==> config.mk <==
export PLATFORM = sky130hd
export DESIGN_NAME = cw_io_shell
export DESIGN_NICKNAME = d
export VERILOG_FILES = /design/src/jtag_pkg.sv /design/src/pad_map_pkg.sv /design/src/pad_io_if.sv /design/src/capture_trigger.sv /design/src/cw_io_shell.sv /design/src/jtag_overlay.sv /design/src/pad_ring.sv
export VERILOG_INCLUDE_DIRS = /design/src
export SDC_FILE = /design/constraint.sdc
export NUM_CORES = 1
export LEC_CHECK = 0
export ABC_AREA = 1
export BUFFER_PORTS_ARGS = -buffer_cell sky130_fd_sc_hd__clkbuf_2
export CORE_AREA = 2 2 91 93
export CTS_BUF_LIST = sky130_fd_sc_hd__clkbuf_8
export DETAILED_ROUTE_END_ITERATION = 7
export DIE_AREA = 0 0 93 95
export PLACE_DENSITY = 0.7
export SYNTH_ARGS = -nofsm -noshare
export SYNTH_HDL_FRONTEND = slang
export SYNTH_SLANG_ARGS = --single-unit
==> constraint.sdc <==
create_clock -name clk -period 2 [get_ports clk]
set_clock_uncertainty 0.05 [all_clocks]
set_input_delay 0.1 -clock clk [delete_from_list [all_inputs] [get_ports clk]]
set_output_delay 0.1 -clock clk [all_outputs]
set_load 0.005 [all_outputs]
==> src/io_consts.svh <==
//////////////////////////////
// Pad counts, attribute width, pad indices
// and connect masks for the I/O shell
//////////////////////////////
`ifndef IO_CONSTS_SVH
`define IO_CONSTS_SVH

// Pad counts, muxed pads sit in the low bits of the full vector
`define NUM_MIO 20
`define NUM_DIO 8
`define NUM_IO (`NUM_MIO + `NUM_DIO)

`define ATTR_W 2               // Attribute bits per pad

// Pads bonded out on the board, unconnected ones read and drive 0
`define MIO_CONNECT 20'hF_F8FF  // MIO 8..10 not bonded
`define DIO_CONNECT 8'h6F       // DIO 4 and 7 not bonded

// Muxed pad indices
`define MIO_TRIGGER 15          // Scope capture trigger
`define MIO_JTAG_EN 16          // Strap, high selects JTAG
`define MIO_JTAG_TRST 18
`define MIO_JTAG_SRST 19

// Dedicated pad indices, SPI device pins shared with JTAG
`define DIO_SCK 0               // TCK in JTAG mode
`define DIO_CSB 1               // TMS
`define DIO_SDI 2               // TDI
`define DIO_SDO 3               // TDO

`define JTAG_NUM_ROLES 6        // Overlaid pins

`endif

==> src/jtag_pkg.sv <==
//////////////////////////////
// JTAG pin roles and overlay direction
//////////////////////////////

package jtag_pkg;

  // Pins taken over by the overlay while the strap is high
  typedef enum logic [2:0] {
    JTAG_TCK  = 3'd0,  // From SCK pad
    JTAG_TMS  = 3'd1,  // From CSB pad
    JTAG_TDI  = 3'd2,  // From SDI pad
    JTAG_TDO  = 3'd3,  // To SDO pad
    JTAG_TRST = 3'd4,  // From MIO 18
    JTAG_SRST = 3'd5   // From MIO 19
  } jtag_role_e;

  // High when the overlay drives the pad, else the pad is an input
  function automatic logic jtag_role_drives_pad(jtag_role_e role);
    return role == JTAG_TDO;
  endfunction

endpackage

==> src/pad_map_pkg.sv <==
//////////////////////////////
// Pad attribute bit positions
//////////////////////////////

package pad_map_pkg;

  //////////////////////////////
  // Attribute word layout
  //////////////////////////////

  // Bit positions inside one pad's attribute word
  // Invert applies both ways, in and out
  // Open drain lets the pad pull low only
  typedef enum int unsigned {
    ATTR_INVERT     = 0,  // Flip pad polarity
    ATTR_OPEN_DRAIN = 1   // Drive low, release high
  } pad_attr_bit_e;

  // Remaining encodings of a 2-bit word
  //   2'b00  plain push-pull
  //   2'b01  push-pull, inverted
  //   2'b10  open drain
  //   2'b11  open drain, inverted

endpackage

==> src/pad_io_if.sv <==
//////////////////////////////
// Pad bundle: out, oe, in and attributes
//////////////////////////////
`timescale 1ns/10ps
`include "io_consts.svh"

interface pad_io_if;

  logic [`NUM_IO-1:0]              out;   // Value toward the pad
  logic [`NUM_IO-1:0]              oe;    // Output enable toward the pad
  logic [`NUM_IO-1:0]              in;    // Value from the pad
  logic [`NUM_IO-1:0][`ATTR_W-1:0] attr;  // Per-pad attribute word

  //////////////////////////////
  // Modports
  //////////////////////////////

  // Side that owns the pad controls
  modport core (
    output out,
    output oe,
    output attr,
    input  in
  );

  // Side that owns the physical pad
  // The overlay takes this view toward the core
  modport pad (
    input  out,
    input  oe,
    input  attr,
    output in
  );

endinterface

==> src/capture_trigger.sv <==
//////////////////////////////
// One-shot scope trigger qualified by engine busy
//////////////////////////////
`timescale 1ns/10ps

module capture_trigger (
  input  logic clk,
  input  logic reset_i,
  input  logic trig_req_i,     // Software trigger from the core
  input  logic engine_busy_i,  // Crypto engine not idle
  output logic trig_o          // To the trigger pad
);

  logic armed_q;  // Request may still fire
  logic trig_q;

  // Trigger tracks busy during the first busy window of a request only
  always_ff @(posedge clk) begin
    if (reset_i) begin
      armed_q <= 1'b0;
      trig_q  <= 1'b0;
    end else begin
      if (!trig_req_i) begin
        armed_q <= 1'b1;                 // Re-arm once request drops
      end else if (trig_q && !engine_busy_i) begin
        armed_q <= 1'b0;                 // Busy window over, capture done
      end
      trig_q <= armed_q & trig_req_i & engine_busy_i;
    end
  end

  assign trig_o = trig_q;

endmodule

==> src/cw_io_shell.sv <==
//////////////////////////////
// I/O shell top: capture trigger, JTAG overlay,
// pad ring and mio/dio split
//////////////////////////////
`timescale 1ns/10ps
`include "io_consts.svh"

module cw_io_shell (
  input  logic                               clk,
  input  logic                               reset_i,
  // Board pads
  input  logic [`NUM_MIO-1:0]                mio_pad_in_i,
  output logic [`NUM_MIO-1:0]                mio_pad_out_o,
  output logic [`NUM_MIO-1:0]                mio_pad_oe_o,
  input  logic [`NUM_DIO-1:0]                dio_pad_in_i,
  output logic [`NUM_DIO-1:0]                dio_pad_out_o,
  output logic [`NUM_DIO-1:0]                dio_pad_oe_o,
  // Core side
  input  logic [`NUM_MIO-1:0]                mio_out_core_i,
  input  logic [`NUM_MIO-1:0]                mio_oe_core_i,
  output logic [`NUM_MIO-1:0]                mio_in_core_o,
  input  logic [`NUM_DIO-1:0]                dio_out_core_i,
  input  logic [`NUM_DIO-1:0]                dio_oe_core_i,
  output logic [`NUM_DIO-1:0]                dio_in_core_o,
  input  logic [`NUM_MIO-1:0][`ATTR_W-1:0]   mio_attr_i,
  input  logic [`NUM_DIO-1:0][`ATTR_W-1:0]   dio_attr_i,
  // JTAG port toward the core
  output logic                               jtag_tck_o,
  output logic                               jtag_tms_o,
  output logic                               jtag_tdi_o,
  output logic                               jtag_trst_n_o,
  output logic                               jtag_srst_n_o,
  input  logic                               jtag_tdo_i,
  input  logic                               engine_busy_i
);

  pad_io_if core_side ();  // Core to overlay
  pad_io_if pad_side ();   // Overlay to pad ring

  logic               trig;      // Qualified capture trigger
  logic [`NUM_MIO-1:0] mio_out;  // Core mio out with trigger swapped in
  logic [`NUM_IO-1:0]  pad_out;
  logic [`NUM_IO-1:0]  pad_oe;

  //////////////////////////////
  // Capture trigger
  //////////////////////////////

  capture_trigger u_capture_trigger (
    .clk           (clk),
    .reset_i       (reset_i),
    .trig_req_i    (mio_out_core_i[`MIO_TRIGGER]),
    .engine_busy_i (engine_busy_i),
    .trig_o        (trig)
  );

  for (genvar i = 0; i < `NUM_MIO; i++) begin : gen_mio_out
    if (i == `MIO_TRIGGER) begin : gen_trig
      assign mio_out[i] = trig;  // Registered, one cycle behind the core
    end else begin : gen_pass
      assign mio_out[i] = mio_out_core_i[i];
    end
  end

  // Dio above mio in every full-width vector
  assign core_side.out  = {dio_out_core_i, mio_out};
  assign core_side.oe   = {dio_oe_core_i, mio_oe_core_i};
  assign core_side.attr = {dio_attr_i, mio_attr_i};
  assign mio_in_core_o  = core_side.in[`NUM_MIO-1:0];
  assign dio_in_core_o  = core_side.in[`NUM_IO-1:`NUM_MIO];

  //////////////////////////////
  // JTAG overlay and pad ring
  //////////////////////////////

  jtag_overlay u_jtag_overlay (
    .io_core       (core_side),
    .io_pad        (pad_side),
    .jtag_tck_o    (jtag_tck_o),
    .jtag_tms_o    (jtag_tms_o),
    .jtag_tdi_o    (jtag_tdi_o),
    .jtag_trst_n_o (jtag_trst_n_o),
    .jtag_srst_n_o (jtag_srst_n_o),
    .jtag_tdo_i    (jtag_tdo_i)
  );

  pad_ring u_pad_ring (
    .clk       (clk),
    .reset_i   (reset_i),
    .pad_in_i  ({dio_pad_in_i, mio_pad_in_i}),
    .pad_out_o (pad_out),
    .pad_oe_o  (pad_oe),
    .io        (pad_side)
  );

  // Back to the two pad groups
  assign mio_pad_out_o = pad_out[`NUM_MIO-1:0];
  assign dio_pad_out_o = pad_out[`NUM_IO-1:`NUM_MIO];
  assign mio_pad_oe_o  = pad_oe[`NUM_MIO-1:0];
  assign dio_pad_oe_o  = pad_oe[`NUM_IO-1:`NUM_MIO];

endmodule

==> src/jtag_overlay.sv <==
//////////////////////////////
// JTAG overlay mux, strap selected,
// with core tie-off values
//////////////////////////////
`timescale 1ns/10ps
`include "io_consts.svh"

module jtag_overlay
  import jtag_pkg::*;
(
  pad_io_if.pad  io_core,       // Looks like the pads to the core
  pad_io_if.core io_pad,        // Looks like the core to the pad ring
  output logic   jtag_tck_o,
  output logic   jtag_tms_o,
  output logic   jtag_tdi_o,
  output logic   jtag_trst_n_o,
  output logic   jtag_srst_n_o,
  input  logic   jtag_tdo_i
);

  logic jtag_mode;  // Synchronized strap level

  // Full-vector pad index of each overlaid pin
  function automatic int unsigned role_pad_idx(jtag_role_e role);
    case (role)
      JTAG_TCK:  return `NUM_MIO + `DIO_SCK;
      JTAG_TMS:  return `NUM_MIO + `DIO_CSB;
      JTAG_TDI:  return `NUM_MIO + `DIO_SDI;
      JTAG_TDO:  return `NUM_MIO + `DIO_SDO;
      JTAG_TRST: return `MIO_JTAG_TRST;
      default:   return `MIO_JTAG_SRST;
    endcase
  endfunction

  // Value the core sees on an overlaid pad, CSB is active low so idles high
  function automatic logic role_tie_off(jtag_role_e role);
    return role == JTAG_TMS;
  endfunction

  assign jtag_mode = io_pad.in[`MIO_JTAG_EN];

  //////////////////////////////
  // Pad and core muxing
  //////////////////////////////

  always_comb begin
    io_pad.out = io_core.out;  // Default pass-through
    io_pad.oe  = io_core.oe;
    io_core.in = io_pad.in;
    if (jtag_mode) begin
      for (int r = 0; r < `JTAG_NUM_ROLES; r++) begin
        io_core.in[role_pad_idx(jtag_role_e'(r))] = role_tie_off(jtag_role_e'(r));
        if (jtag_role_drives_pad(jtag_role_e'(r))) begin
          io_pad.out[role_pad_idx(jtag_role_e'(r))] = jtag_tdo_i;
          io_pad.oe[role_pad_idx(jtag_role_e'(r))]  = 1'b1;
        end else begin
          io_pad.oe[role_pad_idx(jtag_role_e'(r))]  = 1'b0;  // Pad is an input
        end
      end
    end
  end

  assign io_pad.attr = io_core.attr;  // Attributes untouched

  //////////////////////////////
  // JTAG port
  //////////////////////////////

  // Idle values outside JTAG mode hold the TAP in reset, system out of reset
  assign jtag_tck_o    = jtag_mode & io_pad.in[`NUM_MIO + `DIO_SCK];
  assign jtag_tms_o    = jtag_mode & io_pad.in[`NUM_MIO + `DIO_CSB];
  assign jtag_tdi_o    = jtag_mode & io_pad.in[`NUM_MIO + `DIO_SDI];
  assign jtag_trst_n_o = jtag_mode & io_pad.in[`MIO_JTAG_TRST];
  assign jtag_srst_n_o = ~jtag_mode | io_pad.in[`MIO_JTAG_SRST];

endmodule

==> src/pad_ring.sv <==
//////////////////////////////
// Pad ring: attributes, connect masks
// and two-flop input synchronizer
//////////////////////////////
`timescale 1ns/10ps
`include "io_consts.svh"

module pad_ring
  import pad_map_pkg::*;
(
  input  logic               clk,
  input  logic               reset_i,
  input  logic [`NUM_IO-1:0] pad_in_i,   // Raw pad levels, async
  output logic [`NUM_IO-1:0] pad_out_o,
  output logic [`NUM_IO-1:0] pad_oe_o,
  pad_io_if.pad              io          // Overlay side
);

  // Bonded pads, dio above mio like the pad vector
  localparam logic [`NUM_IO-1:0] CONNECT = {`DIO_CONNECT, `MIO_CONNECT};

  logic [`NUM_IO-1:0] invert;     // Per-pad invert bit
  logic [`NUM_IO-1:0] open_drain; // Per-pad open drain bit
  logic [`NUM_IO-1:0] out_pol;    // Out after inversion
  logic [`NUM_IO-1:0] sync_q1;    // First sync stage
  logic [`NUM_IO-1:0] sync_q2;    // Second sync stage

  //////////////////////////////
  // Attribute decode
  //////////////////////////////

  always_comb begin
    for (int i = 0; i < `NUM_IO; i++) begin
      invert[i]     = io.attr[i][ATTR_INVERT];
      open_drain[i] = io.attr[i][ATTR_OPEN_DRAIN];
    end
  end

  //////////////////////////////
  // Output path
  //////////////////////////////

  assign out_pol = io.out ^ invert;

  // Open drain pad never drives high, only enables on a low value
  assign pad_out_o = CONNECT & ~open_drain & out_pol;
  assign pad_oe_o  = CONNECT & ((open_drain & io.oe & ~out_pol) |
                                (~open_drain & io.oe));

  //////////////////////////////
  // Input path
  //////////////////////////////

  // Two flops before anything reads the pad
  always_ff @(posedge clk) begin
    if (reset_i) begin
      sync_q1 <= '0;
      sync_q2 <= '0;
    end else begin
      sync_q1 <= pad_in_i;
      sync_q2 <= sync_q1;
    end
  end

  // Polarity fixed after the synchronizer, unbonded pads read 0
  assign io.in = (sync_q2 ^ invert) & CONNECT;

endmodule

==> results of run 1 <==
[cells in the mapped netlist (2+ instances only)]
library cell | instances | area (µm²)
nand3_1 | 4 | 20.02
nor2_1 | 81 | 304.0
a21boi_0 | 17 | 127.6
inv_1 | 75 | 281.5
o21ai_0 | 5 | 25.02
dfxtp_1 | 48 | 960.9
buf_2 | 3 | 15.01
buf_4 | 15 | 112.6
nand2_4 | 2 | 22.52
clkbuf_1 | 2 | 7.510
xnor2_1 | 11 | 96.34
nand3b_1 | 2 | 15.01
xor2_1 | 33 | 289.0
nand2_1 | 10 | 37.54
nor2_2 | 2 | 12.51
[registers in the layout, summed over array words and instances, names as in the netlist]
signal,count
u_pad_ring.sync_q1,23
u_pad_ring.sync_q2,23
u_capture_trigger.armed_q,1
u_capture_trigger.trig_o,1
[worst max-delay path, stage by stage, from the launching register on]
cell and delay [ns]:
dfxtp_1 0.37, inv_1 0.09, nand2_4 0.09, nand2_4 0.08, nand2_1 0.09, nand3_2 0.08
a21oi_2 0.12, clkbuf_2 0.12
[power by group through the flow]
stage / logic [mW] / clock network (mW) / registers (mW)
2_1_floorplan: 0.251 / 0 / 1.03
6_report: 0.537 / 0.793 / 1.02
3_5_place_dp: 0.500 / 0 / 1.04
4_1_cts: 0.541 / 0.825 / 1.02
5_1_grt: 0.607 / 0.851 / 1.02
3_3_place_gp: 0.485 / 0 / 1.04
[metal layers]
layer | global-route usage, % | part of all wire, % | routed length, µm | vias to the layer above
li1 | - | - | - | 1314
met1 | 12.44 | 37 | 2189 | 1055
met2 | 25.12 | 55 | 3265 | 91
met3 | 2.713 | 6.6 | 388 | 4
met4 | 3.676 | 0.75 | 44 | 0
met5 | 0 | 0 | 0 | -
[cells by family (layout without fill, tap and decap cells)]
kind of cell / Yosys count / in the layout / share of synthesized area (%)
flip-flops: 48 / 48 / 40.13
XOR/XNOR: 44 / 44 / 16.09
AND/OR/NAND/NOR: 104 / 104 / 18.34
AO/OA/AOI/OAI: 24 / 24 / 7.001
buffers and inverters: 98 / 302 / 18.29
other: 1 / 15 / 0.1566
[area by class of cell]
cell class                 count  share of cell area, %
timing repair buffer         218                  32.24
clock buffer                   5                  1.821
multi-input combinational    187                  27.74
inverter                      77                  7.713
clock inverter                 2                  1.589
tap                          105                  3.476
sequential                    48                  25.42
[stage by stage]
step | util (%) | instance area (µm²) | setup WS [ns] | instances
after floorplan | - | 2447 | 1.016 | 333
after global placement | 42.90 | 3401 | 0.8431 | 610
after detailed placement | 42.90 | 3401 | 0.8280 | 610
after CTS | 47.68 | 3780 | 0.5116 | 642
after global routing | 47.68 | 3780 | 0.4211 | 642
final | 47.68 | 3780 | 0.5319 | 642
[cells in the final DEF, fill, tap and decap left out]
cell and instances:
clkbuf_2 192, nor2_1 81, inv_1 75, dfxtp_1 48, xor2_1 33, dlygate4sd3_1 25, a21boi_0 17, conb_1 15
xnor2_1 11, nand2_1 10, o21ai_0 5, clkbuf_8 5, nand3_1 4, nand2_4 2, nand3b_1 2, nor2_2 2
bufinv_16 2, inv_2 1, nand2_2 1, nand3_2 1, inv_4 1, nor2_4 1, a21oi_2 1, o22ai_1 1
buf_4 1
[final timing paths]
kind | from | endpoint | slack (ns)
worst min-delay path | engine_busy_i | u_capture_trigger.armed_q$_SDFFE_PP0P_ | 0.02
worst max-delay path | u_pad_ring.sync_q2[16]$_SDFF_PP0_ | dio_pad_out_o[3] | 0.53
worst max register to register | u_capture_trigger.trig_o$_SDFF_PP0_ | u_capture_trigger.armed_q$_SDFFE_PP0P_ | 1.27
worst min register to register | u_pad_ring.sync_q1[11]$_SDFF_PP0_ | u_pad_ring.sync_q2[11]$_SDFF_PP0_ | 0.35
==> impl_metrics.yaml, run 1 <==
timing:
  worst_pin_slew_ns: 0.5378
  setup-tns-final_ns: 0
  setup_viol: 0
  fin_hold_ws_ns: 0.02478
  final-hold-violation-count: 0
  min_period_over_period_pct: 73.41
  max_slew_margin_pct: 64.15
  rsz0062_at_grt: "no"
  min_period_ns: 1.468
  slew_viol_final: 0
  timing.fmax_mhz: 681.2
finish:
  antenna_cells: 0
  final-seq-area_um2: 960.9
  syn2layout_area_growth_pct: 57.84
  drive_gt1_share_pct: 39.11
  n_fill_cell: 790
  multi_input_area_um2: 1049
  fin_nets: 681
min_path:
  min_path_cells: 3
  worstHoldPathType: "in2reg"
pwr:
  powerDensity_nw_per_um2: 620.5
  swShare_pct: 24.23
  intPower_mw: 1.777
  power.clock.fraction_pct: 33.8
  power_mw: 2.345
  seqPwrFrac_pct: 43.3
  combPwrFrac_pct: 22.9
  ir_drop_mv: 0.3461
  p_leak_nw: 2.219
  p_sw_uw: 568.3
clocking:
  cts_setup_buffers: 0
  ctsHoldBuffers: 25
  clock-sinks: 48
  cts_made_buffers: 5
  ctsResizeCount: 0
  cts_root_buffer: "clkbuf_8"
  insertion_delay_ns: 0.29
  cts.path.max_buffers: 2
  path_clk_slew_ns: 0.09
  cts_tree: "built"
  cts-htree-levels: 2
routing:
  dr.first_iter.drc_count: 59
  wl_per_cell_um: 9.170
  drtAntennaViolNets: 0
  dr.pass1.iters: 4
  vias: 2464
  drc: 0
  wl_mm: 5.887
  via_per_inst: 3.838
global_route:
  grt_max_degree: 29
  overflow: 0
  grt_pass1_wl_mm: 8.866
  grt_usage_pct: 12.37
  grt_pass1_vias: 2225
  grt_antenna_before_repair: 0
status:
  status: "completed"
die:
  rows: 33
  dieArea_um2: 8835
  core_um2: 7928
  start_util_pct: 30.21
  die_h_um: 95
  die_w_um: 93
  io-pin-count: 233
yosys:
  synth-edff-count: 0
  synth_seq_cells: 48
  synth_top_flop_cell: "dfxtp_1"
  synth.yosys.warnings: 0
  avgSynthCellArea_um2: 7.507
  async_flop_share_pct: 0
  ys_seq_area_share_pct: 40.13
  synth_cell_type_count: 24
  synthesis.area_um2: 2395
  syn_inst: 319
worst_setup_path:
  critPathRequiredTime_ns: 1.85
  reg2reg_depth: 3
  cp-start-kind: "flip-flop"
  cp.arrival_ns: 1.32
  crit_path_max_fanout: 7
  worstSetupPathType: "reg2out"
  end_kind: "primary output"
place:
  dp_hpwl_mm: 4.822
  routabilityCongestion: 0.6770
  port_buffers: 192
flow_run:
  drv_cap: 0
No activity file was read; power rests on OpenSTA's default activity.
==> run 2, diff against run 1 <==
- ABC_AREA: 1 -> 0
- CORE_AREA: 2 2 91 93 -> 2 2 90 92
- DIE_AREA: 0 0 93 95 -> 0 0 92 94
- PLACE_DENSITY: 0.7 -> 0.69
- clock period: 2 -> 1.54 ns (I/O delays scaled with it)
==> run 2 against run 1 <==
Compared with the run above:
- critical path type unchanged
- largest power group unchanged
- the flow now finishes with violations (setup timing)
- power increased by 23%
- clock power increased by 7.1%
- highest routed layer unchanged
- global-route usage about the same
- critical path depth decreased by 3
- die area decreased by 2.1%
==> impl_metrics.yaml, run 2 <==
status:
  status: "finished with violations"
  violations: "setup timing"
finish:
  antenna_cells: 0
  syn2layout_area_growth_pct: 63.92
  drive_gt1_share_pct: 46.62
  reg.largest.list: "u_pad_ring.sync_q1 x23, u_pad_ring.sync_q2 x23"
  fin_nets: 602
  mostFrequentLayoutCell: "clkbuf_2"
  final_cell_mix: "191 x clkbuf_2, 59 x nor2b_1, 47 x dfxtp_1, 38 x xor2_1, 24 x dlygate4sd3_1"
  instances_no_fill: 561
global_route:
  grt_pass1_wl_mm: 8.611
  grt_usage_pct: 12.34
  grt_pass1_vias: 2069
  overflow: 0
  grt_max_degree: 49
  grt_antenna_before_repair: 0
worst_setup_path:
  crit_path_max_fanout: 2
  cp-startpoint: "u_pad_ring.sync_q2[16]$_SDFF_PP0_"
  crit_family: "multiplexers"
  regToRegStartpoint: "u_capture_trigger.trig_o$_SDFF_PP0_"
  max_stage_delay_ns: 0.33
  cp_slowest_cell: "dfxtp_2"
  critPathRequiredTime_ns: 1.41
  cp-start-kind: "flip-flop"
  worstSetupPathType: "reg2out"
  worst-path-buf-inv: 1
  cp_cell_sequence: "xnor2_2 -> mux2i_1 -> mux2_1 -> clkbuf_2"
  cp.arrival_ns: 1.45
  end_kind: "primary output"
routing:
  drc: 0
  via_per_inst: 3.925
  drtAntennaViolNets: 0
  dr.first_iter.drc_count: 39
  wl_mm: 5.692
  wl_per_cell_um: 10.15
  vias: 2202
  dr.pass1.iters: 4
flow_run:
  drv_cap: 0
pwr:
  p_leak_nw: 1.953
  power.clock.fraction_pct: 29.6
  seqPwrFrac_pct: 45.8
  p_sw_uw: 695.7
  ir_drop_mv: 0.3833
  combPwrFrac_pct: 24.7
  intPower_mw: 2.178
  swShare_pct: 24.21
  powerDensity_nw_per_um2: 775.3
yosys:
  synthAdderAreaFrac_pct: 0
  synth_top_family_by_area: "simple AND/OR/NAND/NOR gates"
  synthSimpleGateAreaFrac_pct: 24.63
  synth_top_flop_cell: "dfxtp_1"
  synthTopCellsByCount: "59 x nor2b_1, 48 x dfxtp_1, 38 x xor2_1"
  async_flop_share_pct: 0
  muxShareOfSynthArea_pct: 0.9408
  syn_inst: 238
  synth_area_leaders: "dfxtp_1 43%, nor2b_1 16%, xor2_1 15%"
  synth.yosys.warnings: 0
  synth_compound_area_share_pct: 7.637
  synth_seq_cells: 48
  synthXorXnorAreaFrac_pct: 17.76
  ys_seq_area_share_pct: 42.50
  yosysTopAreaCellShare_pct: 42.50
  synthesis.area_um2: 2261
  synth_top_area_cell: "dfxtp_1"
  synth_cell_type_count: 22
  synth-edff-count: 0
  synth.most_common_cell: "nor2b_1"
  avgSynthCellArea_um2: 9.500
timing:
  min_period_ns: 1.573
  setup-tns-final_ns: -0.03349
  fin_hold_ws_ns: 0.01678
  rsz0062_at_grt: "yes"
  setup_viol: 1
  final-hold-violation-count: 0
  timing.fmax_mhz: 635.5
  min_period_over_period_pct: 102.2
  fin_ws_ns: -0.03349
  slew_viol_final: 0
clocking:
  cts_made_buffers: 5
  cts_root_buffer: "clkbuf_8"
  clock-sinks: 48
  cts.path.max_buffers: 2
  cts_tree: "built"
  insertion_delay_ns: 0.28
  cts-htree-levels: 2
  path_clk_slew_ns: 0.08
place:
  port_buffers: 192
  routabilityCongestion: 0.7459
  dp_cells: 527
  dp_hpwl_mm: 4.612
die:
  rows: 32
  io-pin-count: 233
  die_w_um: 92
  die_h_um: 94
  core_um2: 7607
  start_util_pct: 29.72
  dieArea_um2: 8648
min_path:
  min_from: "engine_busy_i"
  worstHoldPathType: "in2reg"
-- run 2: changes by cell type in the layout (fill, tap and decap cells not counted), sizes merged, moves of 6 or more --
cell / previous run / this run
a21oi: 1 / 8
nor2: 84 / 11
nand2: 13 / 7
nor2b: 0 / 59
and2b: 0 / 10
inv: 77 / 2
-- run 2: timing repair --
action | 4_1_cts | 5_1_grt
resized for setup | 9 | 7
hold endpoints to repair | 24 | 0
pin swaps | 1 | 1
hold buffers | 24 | 0
buffers inserted | 1 | 0
gates cloned | 1 | 0
endpoints found under the setup margin | 3 | 7
-- run 2: routing by layer --
| metal | up-vias | part of all wire, % | track usage [%] |
|---|---|---|---|
| met5 | - | 0 | 0 |
| met4 | 0 | 0.70 | 4.353 |
| met3 | 2 | 7.8 | 3.210 |
| met2 | 89 | 56 | 24.69 |
| met1 | 954 | 35 | 12.12 |
| li1 | 1157 | - | - |
-- run 2: worst paths after layout --
kind                                                  to  slack (ns)  cells after the start
setup reg to reg  u_capture_trigger.armed_q$_SDFFE_PP0P_        0.74                      3
hold / removal       u_capture_trigger.trig_o$_SDFF_PP0_        0.02                      2
setup / recovery                        dio_pad_out_o[3]       -0.03                      4
hold reg to reg         u_pad_ring.sync_q2[1]$_SDFF_PP0_        0.38                      1
-- run 2: final cells by class --
class | instances | area (µm²)
well taps | 102 | 127.6
flip-flops and latches | 48 | 962.2
clock inverters | 3 | 38.79
repair buffers | 220 | 1249
clock buffers | 5 | 68.82
inverters | 2 | 12.51
fillers | 739 | 3901
multi-input cells | 181 | 1247
-- run 2: power by group through the flow --
| stage | clock [mW] | combinational, mW | sequential [mW] |
|---|---|---|---|
| after detailed placement | 0 | 0.634 | 1.35 |
| after CTS | 0.895 | 0.703 | 1.32 |
| after global routing | 0.949 | 0.784 | 1.32 |
| after global placement | 0 | 0.617 | 1.34 |
| after floorplan | 0 | 0.299 | 1.34 |
| final | 0.849 | 0.708 | 1.32 |
-- run 2: logic make-up after synthesis --
logic type / count (synthesis)
other: 1
muxes: 2
xor gates and xnor gates: 45
AOI/OAI and AO/OA: 26
and+or+nand+nor: 93
DFF: 48
buffers and inverters: 23
-- run 2: per-stage QoR --
stage | total power [mW] | util (%) | setup WS (ns) | instance area (µm²)
CTS | 2.915 | 48.40 | -0.06217 | 3682
global route | 3.055 | 48.72 | -0.1290 | 3706
global placement | 1.961 | 43.29 | 0.2497 | 3293
detailed placement | 1.980 | 43.29 | 0.2169 | 3293
floorplan | 1.640 | - | 0.3624 | 2313
finish | 2.873 | 48.72 | -0.03349 | 3706
==> run 3, diff against run 2 <==
- CORE_AREA: 2 2 90 92 -> unset
- CORE_MARGIN: unset -> 10
- CORE_UTILIZATION: unset -> 36
- DIE_AREA: 0 0 92 94 -> unset
- PLACE_DENSITY: 0.69 -> 0.82
==> run 3 against run 2 <==
Compared with the run above:
- the run still ends with setup timing left
- sequential share of layout area is 0.67 points higher
- power is 6.1% lower
- sequential cell count stayed put
- largest cell class unchanged
- final cell count is 5.0% lower
==> impl_metrics.yaml, run 3 (synthesis results as in run 2) <==
status:
  status: "finished with violations"
  violations: "setup timing"
routing:
  drc: 0
  dr.first_iter.drc_count: 23
  drtAntennaViolNets: 0
  wl_per_cell_um: 14.09
  vias: 2269
  wl_mm: 7.508
  dr.pass1.iters: 2
  via_per_inst: 4.257
die:
  start_util_pct: 37.52
  dieArea_um2: 9851
  die_w_um: 99.25
  io-pin-count: 233
  core_um2: 6026
  rows: 28
  die_h_um: 99.25
min_path:
  worstHoldPathType: "in2reg"
clocking:
  cts.path.max_buffers: 2
  cts_made_buffers: 5
  clock-sinks: 48
  cts_root_buffer: "clkbuf_8"
  insertion_delay_ns: 0.29
  cts_tree: "built"
  path_clk_slew_ns: 0.08
  cts-htree-levels: 2
timing:
  final-hold-violation-count: 0
  min_period_over_period_pct: 105.1
  slew_viol_final: 0
  min_period_ns: 1.619
  timing.fmax_mhz: 617.7
  setup-tns-final_ns: -0.1160
  fin_ws_ns: -0.07900
  setup_viol: 2
  rsz0062_at_grt: "yes"
finish:
  mostFrequentLayoutCell: "clkbuf_2"
  final_cell_mix: "188 x clkbuf_2, 59 x nor2b_1, 47 x dfxtp_1, 38 x xor2_1, 24 x dlygate4sd3_1"
  antenna_cells: 0
  reg.largest.list: "u_pad_ring.sync_q1 x23, u_pad_ring.sync_q2 x23"
  fin_area_um2: 3612
  fin_nets: 602
  instances_no_fill: 533
  syn2layout_area_growth_pct: 59.77
  n_fill_cell: 517
  drive_gt1_share_pct: 44.76
global_route:
  grt_pass1_vias: 2414
  grt_max_degree: 49
  grt_usage_pct: 14.30
  grt_antenna_before_repair: 0
  overflow: 0
  grt_pass1_wl_mm: 11.72
place:
  dp_slack_ns: 0.1968
  routabilityCongestion: 0.8147
  dp_cells: 500
  dp_hpwl_mm: 6.343
  placed_cell_area_um2: 3259
  port_buffers: 192
pwr:
  ir_drop_mv: 0.4671
  p_leak_nw: 1.928
  powerDensity_nw_per_um2: 747.2
worst_setup_path:
  cp_cell_sequence: "xnor2_4 -> mux2i_1 -> mux2_1 -> clkbuf_2"
  critPathRequiredTime_ns: 1.41
  end_kind: "primary output"
  cp_slowest_cell: "dfxtp_2"
  cp.arrival_ns: 1.49
  worstSetupPathType: "reg2out"
  max_stage_delay_ns: 0.35
  cp-start-kind: "flip-flop"
  crit_path_max_fanout: 4
flow_run:
  drv_cap: 0
-- run 3: cell count changes in the layout (fill, tap and decap cells not counted), moves of 2 or more --
cell	delta
a21oi_2	-4
clkbuf_2	-3
buf_2	+2
a21oi_1	+4
nand2_1	+2
nand2_4	-2
-- run 3: final timing paths --
| kind | startpoint | cells after the start | to | slack [ns] |
|---|---|---|---|---|
| setup / recovery | u_pad_ring.sync_q2[16]$_SDFF_PP0_ | 4 | dio_pad_out_o[3] | -0.08 |
| hold reg to reg | u_pad_ring.sync_q1[21]$_SDFF_PP0_ | 1 | u_pad_ring.sync_q2[21]$_SDFF_PP0_ | 0.38 |
| hold / removal | engine_busy_i | 2 | u_capture_trigger.trig_o$_SDFF_PP0_ | 0.02 |
| setup reg to reg | u_capture_trigger.trig_o$_SDFF_PP0_ | 3 | u_capture_trigger.armed_q$_SDFFE_PP0P_ | 0.74 |
-- run 3: per-layer routing --
| metal | routed length [µm] | track usage [%] | vias up | share of wire [%] |
|---|---|---|---|---|
| met5 | 0 | 0 | - | 0 |
| met4 | 100 | 4.190 | 0 | 1.3 |
| met3 | 847 | 6.298 | 11 | 11 |
| met2 | 4171 | 28.71 | 114 | 56 |
| met1 | 2388 | 12.18 | 988 | 32 |
| li1 | - | - | 1156 | - |
-- run 3: final cells by class --
type,instances,area (µm²),area share (%)
inverters,2,7.507,0.2078
clock buffers,5,68.82,1.905
flip-flops and latches,48,962.2,26.64
clock inverters,2,8.758,0.2425
well taps,75,93.84,2.598
repair buffers,220,1247,34.53
multi-input cells,181,1224,33.88
-- run 3: critical path, delay by kind of cell, from the launching register on --
kind,cells,cell delay (ns)
muxes,2,0.57
DFF,1,0.35
xor gates and xnor gates,1,0.18
buffers and inverters,1,0.12
-- run 3: timing repair --
item	CTS	global route
hold buffers	24	0
resized for setup	3	5
setup buffers	2	1
endpoints found under the setup margin	8	8
pin swaps	0	0
endpoints found under the hold margin	24	0
-- run 3: report_power, final --
part           internal (mW)  leakage, nW  switching, mW
combinational          0.401         1.49          0.312
clock                  0.302       0.0452          0.367
sequential              1.30        0.398         0.0179
total                   2.00         1.93          0.697
-- run 3: through the flow --
step	total power, mW	utilization [%]	hold WS (ns)
5_1_grt	2.871	59.95	0.02712
3_5_place_dp	2.001	54.09	0.2339
3_3_place_gp	1.978	54.09	0.2142
6_report	2.699	59.95	0.01797
2_1_floorplan	1.640	-	0.1189
4_1_cts	2.737	59.76	0.005325
